`src/scaler_pkg.sv`:
```
// shared definitions for the video downscaler.
// steps are unsigned fixed point with SCALE_FRAC_BITS fractional bits.
package scaler_pkg;

    // fractional bits of a scale step.
    localparam int SCALE_FRAC_BITS = 12;

    // 16-bit unsigned step, 4.12 fixed point.
    typedef logic [15:0] step_t;

    // pixel or line counter.
    typedef logic [15:0] count_t;

    // step value for a 1:1 ratio.
    localparam step_t SCALE_ONE = step_t'(1 << SCALE_FRAC_BITS);

    // per-frame scaling configuration.
    // values below SCALE_ONE are not supported, the scaler only shrinks.
    typedef struct packed {
        step_t h_step;
        step_t v_step;
    } scale_cfg_t;

endpackage

```
`src/video_if.sv`:
```
// pixel stream link between the internal scaler stages.
`timescale 1ns/1ps

interface video_if #(
    parameter int PIXEL_WIDTH = 12
);
    logic [PIXEL_WIDTH-1:0] pix;
    logic                   de;
    // single-cycle pulses, hs at line end and vs at frame start.
    logic                   hs;
    logic                   vs;

    modport source (
        output pix,
        output de,
        output hs,
        output vs
    );

    modport sink (
        input  pix,
        input  de,
        input  hs,
        input  vs
    );
endinterface
```
`src/sync_capture.sv`:
```
// input side of the scaler.
// registers the raw stream, turns sync levels into pulses and latches the steps per frame.
`timescale 1ns/1ps

module sync_capture #(
    parameter int PIXEL_WIDTH = 12
) (
    input  logic                   clk,
    input  logic                   arst_n_i,
    input  scaler_pkg::step_t      reg_h_step_i,
    input  scaler_pkg::step_t      reg_v_step_i,
    input  logic [PIXEL_WIDTH-1:0] di_i,
    input  logic                   de_i,
    input  logic                   hs_i,
    input  logic                   vs_i,
    video_if.source                out_if,
    output scaler_pkg::scale_cfg_t cfg_o
);
    import scaler_pkg::*;

    logic [PIXEL_WIDTH-1:0] di_q;
    logic                   de_q;
    logic [1:0]             hs_q;
    logic [1:0]             vs_q;
    logic                   line_end;
    logic                   frame_start;

    // falling hs ends a line, rising vs starts a frame.
    assign line_end    = hs_q[1] & ~hs_q[0];
    assign frame_start = ~vs_q[1] & vs_q[0];

    always_ff @(posedge clk or negedge arst_n_i) begin
        if (!arst_n_i) begin
            de_q      <= 1'b0;
            hs_q      <= '0;
            vs_q      <= '0;
            out_if.de <= 1'b0;
            out_if.hs <= 1'b0;
            out_if.vs <= 1'b0;
            cfg_o     <= '{h_step: SCALE_ONE, v_step: SCALE_ONE};
        end else begin
            de_q      <= de_i;
            hs_q      <= {hs_q[0], hs_i};
            vs_q      <= {vs_q[0], vs_i};
            out_if.de <= de_q;
            out_if.hs <= line_end;
            out_if.vs <= frame_start;
            // new steps go out together with the vs pulse.
            if (frame_start) begin
                cfg_o <= '{h_step: reg_h_step_i, v_step: reg_v_step_i};
            end
        end
    end

    always_ff @(posedge clk) begin
        di_q       <= di_i;
        out_if.pix <= di_q;
    end

endmodule

```
`src/flat_wrapper.sv`:
```
// flat-port wrapper written by rule: the top's interface ports become plain ports
module sync_capture_flat import scaler_pkg::*;
#(
    parameter int PIXEL_WIDTH = 12
)
  (clk, arst_n_i, reg_h_step_i, reg_v_step_i, di_i, de_i, hs_i, vs_i, cfg_o, out_if_pix, out_if_de, out_if_hs, out_if_vs);
  video_if #(.PIXEL_WIDTH(PIXEL_WIDTH)) out_if_i ();
  input  logic clk;
  input  logic arst_n_i;
  input  scaler_pkg::step_t reg_h_step_i;
  input  scaler_pkg::step_t reg_v_step_i;
  input  logic [PIXEL_WIDTH-1:0] di_i;
  input  logic de_i;
  input  logic hs_i;
  input  logic vs_i;
  output scaler_pkg::scale_cfg_t cfg_o;
  output wire logic [$bits(out_if_i.pix)-1:0] out_if_pix;
  output wire logic [$bits(out_if_i.de)-1:0] out_if_de;
  output wire logic [$bits(out_if_i.hs)-1:0] out_if_hs;
  output wire logic [$bits(out_if_i.vs)-1:0] out_if_vs;
  assign out_if_pix = out_if_i.pix;
  assign out_if_de = out_if_i.de;
  assign out_if_hs = out_if_i.hs;
  assign out_if_vs = out_if_i.vs;
  sync_capture #(.PIXEL_WIDTH(PIXEL_WIDTH)) u_core (.clk(clk), .arst_n_i(arst_n_i), .reg_h_step_i(reg_h_step_i), .reg_v_step_i(reg_v_step_i), .di_i(di_i), .de_i(de_i), .hs_i(hs_i), .vs_i(vs_i), .out_if(out_if_i), .cfg_o(cfg_o));
endmodule
```
`config.mk`:
```
export PLATFORM = sky130hd
export DESIGN_NAME = sync_capture_flat
export DESIGN_NICKNAME = d
export VERILOG_FILES = /design/src/scaler_pkg.sv /design/src/video_if.sv /design/src/sync_capture.sv /design/src/flat_wrapper.sv
export SDC_FILE = /design/constraint.sdc
export NUM_CORES = 1
export LEC_CHECK = 0
export BUFFER_PORTS_ARGS = -buffer_cell sky130_fd_sc_hd__buf_2
export CAP_MARGIN = 10
export CORE_ASPECT_RATIO = 1.25
export CORE_MARGIN = 2
export CORE_UTILIZATION = 48
export DETAILED_ROUTE_END_ITERATION = 6
export GPL_TIMING_DRIVEN = 0
export PLACE_DENSITY_LB_ADDON = 0.05
export SYNTH_ARGS = -nofsm -noshare
export SYNTH_HDL_FRONTEND = slang
export SYNTH_SLANG_ARGS = --single-unit
export TNS_END_PERCENT = 20
```
`constraint.sdc`:
```
create_clock -name clk -period 3.6 [get_ports clk]
set_input_delay 0.18 -clock clk [delete_from_list [all_inputs] [get_ports clk]]
set_output_delay 0.18 -clock clk [all_outputs]
set_load 0.05 [all_outputs]
```
== Yosys cells after proc, flatten, opt, wreduce, memory -nomap -nowiden ==
Index checks and enable logic that the tools add are counted.

* Logic and storage cells: 14
* Output and inout port bits: 47
* Input bits: 49
* Bits in registers: 64

* Bitwise gates (word level): 4

{| class="wikitable"
|+ Operators by type and width
! operator !! count
|-
| 1-bit AND || 2
|-
| 1-bit NOT || 2
|}

== Longest topological paths before layout ==
* Word-level depth: 2
* Gate-level depth with buffers: 4
* Gate-level depth less buffers: 2

== Least setup slack after synthesis ==
No wires, ideal clock.

* Path type: register to register
* Start: register u_core.vs_q[1]
* End: register, netlist name u_core.cfg_o[0]
* Arrival time: 1044 ps
* Path buffers: 2
* Period minus slack after synthesis: 1170 ps
* Data required time: 3475 ps
* Cell stages (with the launch flop): 5
* Path slack: 2430 ps
* Setup time: 125 ps
* Path through: dfrtp_1 nor2b_4 buf_6 buf_12 mux2_4

* Cells in the longest elaborated chain, start to end: 2

{| class="wikitable"
|+ Ends and longest elaborated chain
! item !! line !! RTL
|-
| start: declaration || sync_capture.sv:24 || <nowiki>logic [1:0] vs_q;</nowiki>
|-
| start signal: assignment || sync_capture.sv:44 || <nowiki>vs_q <= {vs_q[0], vs_i};</nowiki>
|-
| 1-bit NOT || sync_capture.sv:30 || <nowiki>assign frame_start = ~vs_q[1] & vs_q[0];</nowiki>
|-
| 1-bit AND || sync_capture.sv:30 ||
|}

Every way passes these cells.
A chain may end at the register's enable or synchronous reset.

== Worst setup path in the final report ==
* Start: register, netlist name u_core.cfg_o[12]
* End: output port cfg_o[12] in the netlist's numbering

{| class="wikitable"
|+ RTL lines
! item !! line !! RTL
|-
| end: declaration || flat_wrapper.sv:16 || <nowiki>output scaler_pkg::scale_cfg_t cfg_o;</nowiki>
|}

No word-level cell between the ends.

==> impl_results.md <==
- I/O Buffers: 95
- GRT Total Usage: 0.1702
- Vias: 1257
- Final Hold Vio Count: 0
- Crit-path max cell delay: 0.53 ns
- Slew Limit Fails: 0
- Starting Density: 0.4988
- Post-Synthesis Cells: about 100
- R2R Path Start: u_core.vs_q[1]
- Slew headroom: 0.4413
- # DRC: 0
- Synth area leaders: dfrtp_1, dfxtp_1, mux2_4
- CTS tree: built
- Largest net degree at the start of global routing: 41
- Final core utilization: 0.7134
- Total congestion overflow: 0
- Crit Path Max Fanout: 2
- Syn Std Cell Area: 2044 um2
- Final min period: 1.284 ns
- Crit. End Element: primary output
- Top cell type's share of synthesized area: 0.4651
- Wirelength, routed: 3.689 mm
- Hold Path Origin: reg_v_step_i[10]
- Unique masters post-synth: 9
- Core Rows: 26
- P_leak: 1.474 nW
- Clock Sinks: 64
- Crit start category: flop
- Global-route wire length before repair: between 6 and 7 mm
- Vias per inst: 4.411
- Setup TNS Final: 0 ns
- PD cells: 608.2 nW/um2
- GPL Wtd Cong: a little under 0.7
- R2r endpoint: u_core.cfg_o[18]
- Sequential area share after synthesis: 0.7258
- Achievable frequency: 0.7791 GHz
- Crit-path cells: buf_2
- Syn. warnings: 0
- Outcome: complete, no violations
- Number of diodes: 0
- Seq cells post-synth: 64
- RSZ-0062 raised after global routing: false
- Clock Path Buffers: 2
- Peak supply drop: 0.0003939 V
- Core area: roughly 4100 um2
- Crit-path leading delay family: flip-flops
- Clk_skew: 0.007727 ns
- Data required, critical path: approximately 3.4 ns
- Mapped Nets: roughly 150
- IO Count: 96
- R2R depth: 4
- Worst hold path endpoint: u_core.cfg_o[10]
- Worst-Margin Slew: ~0.84 ns
- Worst hold margin: 0.09128 ns
- DR iter-0 viols: 18
- Biggest area consumer among synthesized cells: dfrtp_1
- Worst R2R Setup Slack: 2.37 ns
- Antenna violations before repair: 0
- Final Net Count: roughly 270
- # fillers: 295
- CTS Buf Count: 9
- Mean post-synth cell area: 20.04 um2
- Worst path slowest cell: dfstp_2
- Setup bufs post-CTS: 0
- # H-tree levels: 3
- Worst EP arrival: 1.10 ns
- DP HPWL: approximately 2.5 mm
- Chip Width: 62.38 um
- Die area: 4801 um2
- CTS root buf: clkbuf_8
- Die height: 76.97 um
- Kind of critical path: reg2out
- MaxCap Viol Count: 0
- Skew-Pair Late Insertion Delay: 0.32 ns
- Area grow syn2layout: 43.02%
- Final setup fails: 0
- Final period util: 0.3565
- Routed len/inst: roughly 13 um
- Layout cell share with drive strength beyond 1: 0.6507
- Worst Hold Depth: 2
- Crit path buf inv count: 1
- Post-route ant nets: 0
- Vias in the first global route: between 1000 and 1500
- Tightest Hold Check Type: in2reg
- Tot Pwr: 1.778 mW
- DRT Pass-1 Iters: 4
- Clk pin slew, worst setup/hold paths: 0.07 ns
-- how the worst max path moves through the flow --
stage / from / to / slack, ns / cells after the start
after floorplan: u_core.vs_q[1] / u_core.cfg_o[0] / 2.43 / 4
after global placement: u_core.vs_q[1] / u_core.cfg_o[29] / 2.40 / 4
after detailed placement: u_core.vs_q[1] / u_core.cfg_o[25] / 2.37 / 4
after CTS: u_core.cfg_o[12] / cfg_o[12] / 2.29 / 1
after global routing: u_core.cfg_o[12] / cfg_o[12] / 2.27 / 1
final: u_core.cfg_o[12] / cfg_o[12] / 2.32 / 1
-- layout by cell type, fill, tap and decap left out, types with 2 or more instances in the layout --
master	Yosys	routed
buf_12	3	3
mux2_2	3	3
clkinv_2	0	2
dfstp_2	2	2
dfxtp_1	24	24
dlygate4sd3_1	0	16
mux2_4	29	29
buf_2	0	95
clkbuf_8	0	10
dfrtp_1	38	38
-- report_power, final --
part | switching [mW] | leakage, nW | total, mW | internal [mW]
sequential | 0.0319 | 0.671 | 0.821 | 0.789
clock | 0.249 | 0.0896 | 0.516 | 0.268
combinational | 0.290 | 0.714 | 0.441 | 0.151
-- synthesized netlist by cell type --
master	number
mux2_4	29
dfrtp_1	38
nor2b_1	1
nor2b_4	1
buf_12	3
dfstp_2	2
dfxtp_1	24
mux2_2	3
buf_6	1
-- cells by family (layout without fill, tap and decap cells) --
kind of cell           count (synthesis)  after routing  synth area share
AND/OR/NAND/NOR                        2              2          0.009792
buffers and inverters                  4            131           0.03488
multiplexers                          32             32            0.2295
flip-flops                            64             64            0.7258
-- area by class of cell --
class                           instances  area, um2  share of cell area
Clock inverter                          5      32.53             0.01113
Multi-Input combinational cell         34      489.2              0.1673
Tap cell                               56      70.07             0.02396
Timing Repair Buffer                  111      635.6              0.2174
Clock buffer                           11      141.4             0.04835
Sequential cell                        64       1484              0.5075
Buffer                                  4      71.32             0.02439
-- sequential cells by signal, summed over array words and instances (netlist names) --
signal,cells
u_core.cfg_o,32
u_core.out_if.pix,12
u_core.out_if.de,1
u_core.vs_q,2
u_core.de_q,1
u_core.out_if.hs,1
u_core.out_if.vs,1
u_core.hs_q,2
u_core.di_q,12
-- stage by stage --
step	area [um2]	worst slack, ns	instances
2_1_floorplan	2044	2.430	102
3_3_place_gp	2590	2.395	253
3_5_place_dp	2590	2.374	253
4_1_cts	2924	2.289	285
5_1_grt	2924	2.273	285
6_report	2924	2.316	285
-- per-layer routing --
metal | part of all wire | routed length [um] | track usage
met1 | 0.40 | 1476 | 0.1883
met2 | 0.52 | 1922 | 0.2913
met4 | 0.0062 | 23 | 0.08000
met3 | 0.072 | 267 | 0.06158
met5 | 0 | 0 | 0
-- what timing repair did --
item	CTS	global route
endpoints found under the hold margin	53	0
hold buffers	16	0
gates resized for setup	0	0
(Power assumes the default switching activity.)
