### config.mk
export PLATFORM = sky130hd
export DESIGN_NAME = scaler_h_flat
export DESIGN_NICKNAME = d
export VERILOG_FILES = /design/src/scaler_pkg.sv /design/src/video_if.sv /design/src/scaler_h.sv /design/src/flat_wrapper.sv
export SDC_FILE = /design/constraint.sdc
export NUM_CORES = 1
export LEC_CHECK = 0
export BUFFER_PORTS_ARGS = -buffer_cell sky130_fd_sc_hd__buf_2
export CORE_MARGIN = 1.5
export CORE_UTILIZATION = 55
export CTS_CLUSTER_SIZE = 25
export DETAILED_ROUTE_END_ITERATION = 7
export GPL_TIMING_DRIVEN = 1
export PLACE_DENSITY = 0.82
export SYNTH_ARGS = -nofsm -noshare
export SYNTH_HDL_FRONTEND = slang
export SYNTH_SLANG_ARGS = --single-unit
### constraint.sdc
create_clock -name clk -period 3.3 [get_ports clk]
set_input_delay 0.165 -clock clk [delete_from_list [all_inputs] [get_ports clk]]
set_output_delay 0.165 -clock clk [all_outputs]
set_load 0.02 [all_outputs]
### src/scaler_pkg.sv
// shared definitions for the video downscaler.
// steps are unsigned fixed point with SCALE_FRAC_BITS fractional bits.
package scaler_pkg;

    // fractional bits of a scale step.
    localparam int SCALE_FRAC_BITS = 12;

    // 16-bit unsigned step, 4.12 fixed point.
    typedef logic [15:0] step_t;

    // pixel or line counter.
    typedef logic [15:0] count_t;

    // step value for a 1:1 ratio.
    localparam step_t SCALE_ONE = step_t'(1 << SCALE_FRAC_BITS);

    // per-frame scaling configuration.
    // values below SCALE_ONE are not supported, the scaler only shrinks.
    typedef struct packed {
        step_t h_step;
        step_t v_step;
    } scale_cfg_t;

endpackage

### src/video_if.sv
// pixel stream link between the internal scaler stages.
`timescale 1ns/1ps

interface video_if #(
    parameter int PIXEL_WIDTH = 12
);
    logic [PIXEL_WIDTH-1:0] pix;
    logic                   de;
    // single-cycle pulses, hs at line end and vs at frame start.
    logic                   hs;
    logic                   vs;

    modport source (
        output pix,
        output de,
        output hs,
        output vs
    );

    modport sink (
        input  pix,
        input  de,
        input  hs,
        input  vs
    );
endinterface
### src/scaler_h.sv
// horizontal nearest-neighbour decimator.
// a phase accumulator selects which input pixels of each line are kept.
`timescale 1ns/1ps

module scaler_h #(
    parameter int PIXEL_WIDTH = 12
) (
    input  logic              clk,
    input  logic              arst_n_i,
    video_if.sink             in_if,
    input  scaler_pkg::step_t h_step_i,
    video_if.source           out_if
);
    import scaler_pkg::*;

    // integer part as wide as a counter, plus the fraction.
    localparam int TGT_W = $bits(count_t) + SCALE_FRAC_BITS;

    count_t                 pix_cnt;
    logic [TGT_W-1:0]       target;
    logic                   keep;
    logic [PIXEL_WIDTH-1:0] pix_q;

    // output pixel i takes input pixel floor(i * step).
    // the step is at least 1.0, so the target never falls behind pix_cnt.
    assign keep = in_if.de && (pix_cnt == target[TGT_W-1:SCALE_FRAC_BITS]);

    // position tracking within the line.
    always_ff @(posedge clk or negedge arst_n_i) begin
        if (!arst_n_i) begin
            pix_cnt <= '0;
            target  <= '0;
        end else if (in_if.hs || in_if.vs) begin
            pix_cnt <= '0;
            target  <= '0;
        end else if (in_if.de) begin
            pix_cnt <= pix_cnt + 1'b1;
            if (keep) begin
                target <= target + TGT_W'(h_step_i);
            end
        end
    end

    // strobes keep their cycle, a dropped pixel just leaves de low.
    always_ff @(posedge clk or negedge arst_n_i) begin
        if (!arst_n_i) begin
            out_if.de <= 1'b0;
            out_if.hs <= 1'b0;
            out_if.vs <= 1'b0;
        end else begin
            out_if.de <= keep;
            out_if.hs <= in_if.hs;
            out_if.vs <= in_if.vs;
        end
    end

    // pixel only loads on a kept position.
    always_ff @(posedge clk) begin
        if (keep) begin
            pix_q <= in_if.pix;
        end
    end

    assign out_if.pix = pix_q;

endmodule

### src/flat_wrapper.sv
// flat-port wrapper written by rule: the top's interface ports become plain ports
module scaler_h_flat import scaler_pkg::*;
#(
    parameter int PIXEL_WIDTH = 12
)
  (clk, arst_n_i, h_step_i, in_if_pix, in_if_de, in_if_hs, in_if_vs, out_if_pix, out_if_de, out_if_hs, out_if_vs);
  video_if #(.PIXEL_WIDTH(PIXEL_WIDTH)) in_if_i ();
  video_if #(.PIXEL_WIDTH(PIXEL_WIDTH)) out_if_i ();
  input  logic clk;
  input  logic arst_n_i;
  input  scaler_pkg::step_t h_step_i;
  input wire logic [$bits(in_if_i.pix)-1:0] in_if_pix;
  input wire logic [$bits(in_if_i.de)-1:0] in_if_de;
  input wire logic [$bits(in_if_i.hs)-1:0] in_if_hs;
  input wire logic [$bits(in_if_i.vs)-1:0] in_if_vs;
  output wire logic [$bits(out_if_i.pix)-1:0] out_if_pix;
  output wire logic [$bits(out_if_i.de)-1:0] out_if_de;
  output wire logic [$bits(out_if_i.hs)-1:0] out_if_hs;
  output wire logic [$bits(out_if_i.vs)-1:0] out_if_vs;
  assign in_if_i.pix = in_if_pix;
  assign in_if_i.de = in_if_de;
  assign in_if_i.hs = in_if_hs;
  assign in_if_i.vs = in_if_vs;
  assign out_if_pix = out_if_i.pix;
  assign out_if_de = out_if_i.de;
  assign out_if_hs = out_if_i.hs;
  assign out_if_vs = out_if_i.vs;
  scaler_h #(.PIXEL_WIDTH(PIXEL_WIDTH)) u_core (.clk(clk), .arst_n_i(arst_n_i), .in_if(in_if_i), .h_step_i(h_step_i), .out_if(out_if_i));
endmodule
* Word-level counts from Yosys, hierarchy flattened *
Cells that the tools add are included.

cells by class
  add/subtract/negate cells = 2
  equality and inequality tests = 1
  muxes and demuxes = 5
  reduce and logical (&&, ||, !) cells = 5

operators by type and width
  kind                                                              count
  28-bit 2-to-1 mux                                                 3
  16-bit 2-to-1 mux                                                 2
  28-bit by 16-bit adder with 28-bit output                         1
  16-bit by 1-bit adder with 16-bit output (second input constant)  1
  16-bit equality test                                              1
  2-bit nonzero test                                                2
  2-bit AND reduction                                               1
  1-bit logical AND                                                 1
  1-bit logical OR                                                  1

storage, ports and cells
  register bits after elaboration = 59
  input port bits = 33
  output and inout port bits = 15

* Longest topological paths before layout *
Gate-level depths: netlist (run 1).

  depth after elaboration = 5
  gate-level depth with buffers = 10

* Worst setup path before layout (run 1) *
OpenSTA, ideal clock, no wires.

  kind = reg2reg
  start point = reg u_core.target[0]
  end point = reg u_core.target[22]
  arrival time = 2.559 ns
  required time = 3.164 ns
  slack = 0.605 ns
  stages on the path, launching flop included = 11
  period minus slack after synthesis = 2.695 ns
  path through = dfrtp_1 -> ha_1 -> fa_1 -> a21o_1 -> a221o_1 -> a211o_1 -> a2111oi_4 -> or2_1 -> buf_4 -> or4_1 -> a21oi_1

on the way
  longest elaborated chain between the ends = 4

RTL lines
  item                                       line            source
  start, declared                            scaler_h.sv:20  logic [TGT_W-1:0] target;
  start signal, assigned                     scaler_h.sv:39  target <= target + TGT_W'(h_step_i);
  28-bit by 16-bit adder with 28-bit output  scaler_h.sv:39
  28-bit 2-to-1 mux                          scaler_h.sv:38  if (keep) begin
  28-bit 2-to-1 mux                          scaler_h.sv:36  end else if (in_if.de) begin
  28-bit 2-to-1 mux                          scaler_h.sv:33  end else if (in_if.hs || in_if.vs) begin

No other way between the ends. The select of a mux whose other input is x is not followed.
A chain may end at the register's enable or synchronous reset.

* Worst setup path after layout (run 1) *
  start point = reg u_core.target[0]
  end point = reg u_core.target[16]

Same word-level chain as after synthesis.

==> metrics, run 1 <==
status=finished clean; GPL Wtd Cong=between 0.9 and 1; distinct cell type count after synthesis=53; GR Util met3=approximately 5.8%; crit path time final=about 3 ns; Post-synth ARST share=around 80%; first-pass GRT wire length=~13000 microns; Rel. slew slack=27.23%; register bit total from synthesis=between 50 and 60; Synth Area in Simple Gates=a little under a fifth; crit share post-route=just over 90%; largest net degree at the start of global routing=between 40 and 50; synth top area cells=dfrtp_1, edfxtp_1, xor2_1; CTS tree=yes; gr usage total=25.36%; antenna violations before repair=0; mux share of post-synthesis cell area=~1.4%; design area=just over 0.004 sq mm; vias in the first global route=about 2700; worst-path maximum fanout=8; Cells after Synth=~350; Syn. warnings=0; sequential cell area fraction in the yosys report=approximately 44%; Netlist Area Pre-Place=between 0.003 and 0.004 sq mm; Post-DP HPWL=approximately 5400 microns; Lkg Pwr=~0.0019 uW; RSZ-0062 raised after global routing=false; Max VDD drop=between 0.2 and 0.3 mV; Final #Nets=~460; Synth Area in Compound Gates=between 10% and 20%; residual DRC count=0; post-synth top area cell=dfrtp_1; io pins=48; crit path capture type=register; via count=2819; syn_nets=roughly 400; PwrDens=approximately 430 mW/mm^2; # hold bufs at CTS=3; gr busiest metal=met2; Layout area overhead=17.23%; CORE AREA=roughly 0.006 sq mm; Max Slew Vio Count=0; drt first pass iters=4; Root Buffer=clkbuf_8; largest family of logic cells by synthesized area=simple AND/OR/NAND/NOR gates; Finish-stage setup viols=0; number of CTS-inserted buffers=9; final hold vios=0; Post-Synth Adder-Cell Area=6.717%; clk sink count=59; Tot Pwr=1761 uW; M1 GR Usage=35.02%; Clock Pin Slew Worst Setup and Hold Paths=approximately 0.070 ns; met2 Resource Use GR=38.54%; antenna-violating nets left=0; Arr. time, crit path=between 3 and 4 ns; placed cell areas=between 0.003 and 0.004 sq mm; final hold slack=between 0.009 and 0.01 ns; WL/cell=16.25 microns; DRT Wirelength=7866 microns; die area=between 0.006 and 0.007 sq mm; clock latency on the worst-skew pair=0.34 ns; XOR/XNOR Fraction of Synth Area=between 10% and 20%; postcts setup bufs=0; chip width=~82 microns; commonest cells after routing, fill and taps aside=buf_2, dfrtp_1, a21oi_1; clock buffer depth=2; vias per inst=between 5 and 6; Die Y-Extent=~82 microns; share of layout cells above drive strength 1=around 18%; area share of the largest cell type after synthesis=about 34%; PortBufs=47; Initial DRC Count=223; TNS Setup=0 ns; H-tree lvl count=3; worst-margin pin slew=~1.1 ns; Post-synth EDFFs=12; Data required, critical path=roughly 3.5 ns; # rows=28; clock skew=roughly 0.0068 ns; Starting Density=57.83%; Max-cap violations=0; cts repair resizes=0; Max Freq=334.3 MHz; Congestion Overflow GR=0; Hold Path Class=input pin to register; diodes inserted=0; Setup CP Type=register to register; CP startpoint kind=register; Avg Synthesized Cell Area=10.04 sq um; dominant synthesized flop cell=dfrtp_1
per-stage QoR:
stage                     util [%]  setup slack (ns)  cells
final                        67.79            0.3084    484
after global routing         67.79            0.1904    484
after CTS                    66.46            0.3234    476
after detailed placement     62.57            0.4154    457
after global placement       62.57            0.4993    457
after floorplan                  -            0.6046    345
layout make-up:
cell class	count	area (sq um)
fill	468	1929
multi-input combinational	268	1846
sequential	59	1536
timing repair buffer	60	360.3
clock buffer	11	151.4
tap	75	93.84
clock inverter	5	51.30
inverter	6	22.52
cell families after synthesis:
group,Yosys count
flops,59
xor+xnor,43
buf+inv,18
simple gates,119
mux,5
compound gates,83
fa+ha+maj,18
flip-flops by register name (all words and copies together) (netlist names):
name               count
u_core.out_if.de       1
u_core.out_if.pix     12
u_core.pix_cnt        16
u_core.out_if.vs       1
u_core.target         28
u_core.out_if.hs       1
report_power, final:
part | switching [uW] | internal (uW)
clock network | 296 | 385
registers | 12.8 | 777
logic | 177 | 114
routing by layer:
metal | routed length (microns) | share of wire, % | vias up
li1 | - | - | 1373
met1 | 3580 | 46 | 1332
met2 | 3601 | 46 | 96
met3 | 523 | 6.6 | 18
met4 | 161 | 2.0 | 0
met5 | 0 | 0 | -
final timing paths:
check,start,to,slack (ns),depth (start not counted)
min in group asynchronous,arst_n_i,u_core.target[7],0.02,1
max in group asynchronous,arst_n_i,u_core.target[1],2.60,1
min,in_if_pix[3],u_core.out_if.pix[3],0.009,1
min reg2reg,u_core.target[4],u_core.target[4],0.53,2
max reg2reg,u_core.target[0],u_core.target[16],0.31,9
max,u_core.target[0],u_core.target[16],0.31,9
synth_stat cells (3+ instances only):
master and number:
or3_1 7, mux2i_1 5, a21o_1 8, nand4_1 6, o31ai_1 5, a21oi_1 35, and3_1 9, dfrtp_1 47
nand3_1 9, o21bai_1 3, nor2_1 34, nand2_1 30, o21ai_1 6, a211oi_1 4, inv_1 4, edfxtp_1 12
ha_1 17, o21ai_0 10, xor2_1 27, xnor2_1 16, clkbuf_1 8, or4_1 6
critical path, cell delays in order (launching register included):
cell	delay, ns
dfrtp_1	0.39
ha_1	0.22
fa_1	0.41
a21o_1	0.19
a221o_1	0.39
a211o_1	0.37
a2111oi_4	0.36
or2_1	0.30
or3_1	0.16
a21oi_1	0.07
Note: power is estimated with default switching activity, not from simulation.
==> run 2, diff against run 1 <==
--- a/config.mk
+++ b/config.mk
@@ -6,12 +6,15 @@
 export NUM_CORES = 1
 export LEC_CHECK = 0
 export BUFFER_PORTS_ARGS = -buffer_cell sky130_fd_sc_hd__buf_2
+export CELL_PAD_IN_SITES_DETAIL_PLACEMENT = 2
+export CELL_PAD_IN_SITES_GLOBAL_PLACEMENT = 2
 export CORE_MARGIN = 1.5
-export CORE_UTILIZATION = 55
+export CORE_UTILIZATION = 37
 export CTS_CLUSTER_SIZE = 25
 export DETAILED_ROUTE_END_ITERATION = 7
 export GPL_TIMING_DRIVEN = 1
-export PLACE_DENSITY = 0.82
+export PLACE_DENSITY = 0.85
+export REMOVE_ABC_BUFFERS = 1
 export SYNTH_ARGS = -nofsm -noshare
 export SYNTH_HDL_FRONTEND = slang
 export SYNTH_SLANG_ARGS = --single-unit
==> run 2 against run 1 <==
Effect of this change: count of clock-buffer cells in the layout fell by 2; sequential share of layout area fell by 0.68 points; sequential cell count is the same; critical path depth unchanged; core utilization decreased by 23 points; register-to-register slack worse by 0.15 ns; sequential power about the same; first-iteration DRC count shrank 62%; non-clock buffer count up 7; global-route usage shrank 2.9 points; hold slack gained 0.20 ns; worst setup slack worse by 0.15 ns; largest cell class unchanged.
==> metrics, run 2 (synthesis gave the netlist of run 1 again) <==
status=finished clean; vias per inst=5.562 (-4.5%); clock skew=0.01147 ns (+0.004701 ns); Root Buffer=clkbuf_8; Clock Pin Slew Worst Setup and Hold Paths=0.08 ns (about the same); share of layout cells above drive strength 1=18.51% (+0.17 points); clock share of power=34.6% (-4.0 points); Finish-stage setup viols=0 (unchanged); net load switching power=520.0 uW (+7.0%); area occupied by multi-input gates=0.001846 sq mm (unchanged); Hold Path Class=input pin to register; number of fill cells=990 (+110%); crit path capture type=register; largest net degree at the start of global routing=43 (-10%); GPL Wtd Cong=0.8176 (-9.3%); worst-margin pin slew=0.8714 ns (-0.2201 ns); Register Area=0.001536 sq mm (unchanged); drt first pass iters=4 (unchanged); first-pass GRT wire length=17240 microns (+35%); PortBufs=47 (unchanged); RSZ-0062 raised after global routing=false; commonest cells after routing, fill and taps aside=buf_2, dfrtp_1, a21oi_1; Max-cap violations=0 (unchanged); worst-path maximum fanout=8 (unchanged); H-tree lvl count=3 (unchanged); via count=2931 (+4.0%); antenna-violating nets left=0 (unchanged); sequential power share=46.8% (+2.0 points); io pins=48 (unchanged); design area=0.004135 sq mm (+1.8%); # rows=35 (+25%); Rel. slew slack=41.90% (+15 points); final core occ=45.18% (-23 points); CTS tree=yes; die area=0.009953 sq mm (+47%); antenna violations before repair=0 (unchanged); Arr. time, crit path=3.32 ns (+0.11 ns); clock latency on the worst-skew pair=0.35 ns (about the same); Buf/Inv on CP=0 (unchanged); residual DRC count=0 (unchanged); Final #Nets=462 (+1.5%); crit path time final=3.143 ns (+0.1515 ns); largest register by flop count=u_core.target; Setup CP Type=register to register; cell family with most CP delay=compound AO/OA/AOI/OAI gates; Data required, critical path=3.48 ns (-0.04 ns); Crit-path slowest cell=fa_1; Layout area overhead=19.36%; postcts setup bufs=0 (unchanged); WL/cell=19.45 microns (+20%); Max VDD drop=0.1615 mV (-42%); CORE AREA=0.009153 sq mm (+53%); max reg flops=28 (unchanged); number of CTS-inserted buffers=9 (unchanged); Worst path max stage delay=0.43 ns (+0.02 ns); final hold vios=0 (unchanged); Internal Power=1165 uW (-8.7%); Max Freq=318.2 MHz (-4.8%); Starting Density=37.85% (-20 points); placed cell areas=0.003816 sq mm (+1.8%); DRT Wirelength=10250 microns (+30%); Tot Pwr=1685 uW (-4.3%); gr usage total=22.41% (-2.9 points); Post-DP HPWL=7061 microns (+31%); TNS Setup=0 ns (unchanged); crit share post-route=95.25% (+4.6 points); clock buffer depth=2 (unchanged); Initial DRC Count=84 (-62%); Congestion Overflow GR=0 (unchanged); Comb pwr share=18.6% (+2.1 points); diodes inserted=0 (unchanged); CP Cell Sequence=ha_1 > fa_1 > a21o_1 > a221o_1 > a211o_1 > a2111oi_4 > or2_1 > or4_1 > a21oi_1; chip width=99.77 microns (+21%); Max Slew Vio Count=0 (unchanged); clk sink count=59 (unchanged); Die Y-Extent=99.77 microns (+21%); CP startpoint kind=register; Lkg Pwr=0.001896 uW (+0.42%); vias in the first global route=3368 (+25%); PwrDens=407.5 mW/mm^2 (-6.0%); Net Sw Frac=30.86% (+3.3 points)
run 2: tightest hold or removal path, cell delays in order:
cell     delay (ns)
buf_2          0.16
xnor2_1        0.16
nor2_1         0.04
run 2: worst paths after layout:
path,slack [ns],cells past startpoint,endpoint,startpoint
min reg2reg,0.53,2,u_core.target[4],u_core.target[4]
min,0.21,3,u_core.pix_cnt[0],in_if_de
min in group asynchronous,0.35,2,u_core.target[6],arst_n_i
max reg2reg,0.16,9,u_core.target[26],u_core.target[0]
max in group asynchronous,2.18,3,u_core.pix_cnt[15],arst_n_i
max,0.16,9,u_core.target[26],u_core.target[0]
run 2: power groups by stage:
stage               clock [uW]  sequential (uW)  combinational [uW]
CTS                        600              789                 314
finish                     583              789                 313
global route               630              792                 349
detailed placement           0              804                 299
global placement             0              802                 284
floorplan                    0              824                 164
run 2: timing repair:
| item | in CTS | in global routing |
|---|---|---|
| resized for setup | 0 | 0 |
| hold endpoints to repair | 35 | 1 |
| hold buffers | 14 | 1 |
run 2: metrics by stage:
stage	setup slack, ns	instances	hold WS, ns
global route	0.01555	527	0.2490
global placement	0.4029	496	0.1929
finish	0.1569	527	0.2136
detailed placement	0.2064	496	0.1992
floorplan	0.5909	333	-0.1306
CTS	0.1564	526	0.0001971
run 2: cell type report:
cell class	count	area share (%)
clock inverter	7	1.089
clock buffer	9	2.995
tap	111	3.359
timing repair buffer	67	10.23
sequential	59	37.16
multi-input combinational	268	44.63
inverter	6	0.5446
run 2: per-layer routing:
metal  vias up  wire length (microns)  global-route usage [%]
met1      1488                   4494                   27.44
met3        12                    229                   3.795
li1       1388                      -                       -
met5         -                      0                       0
met2        43                   5397                   40.66
met4         0                    127                   5.850
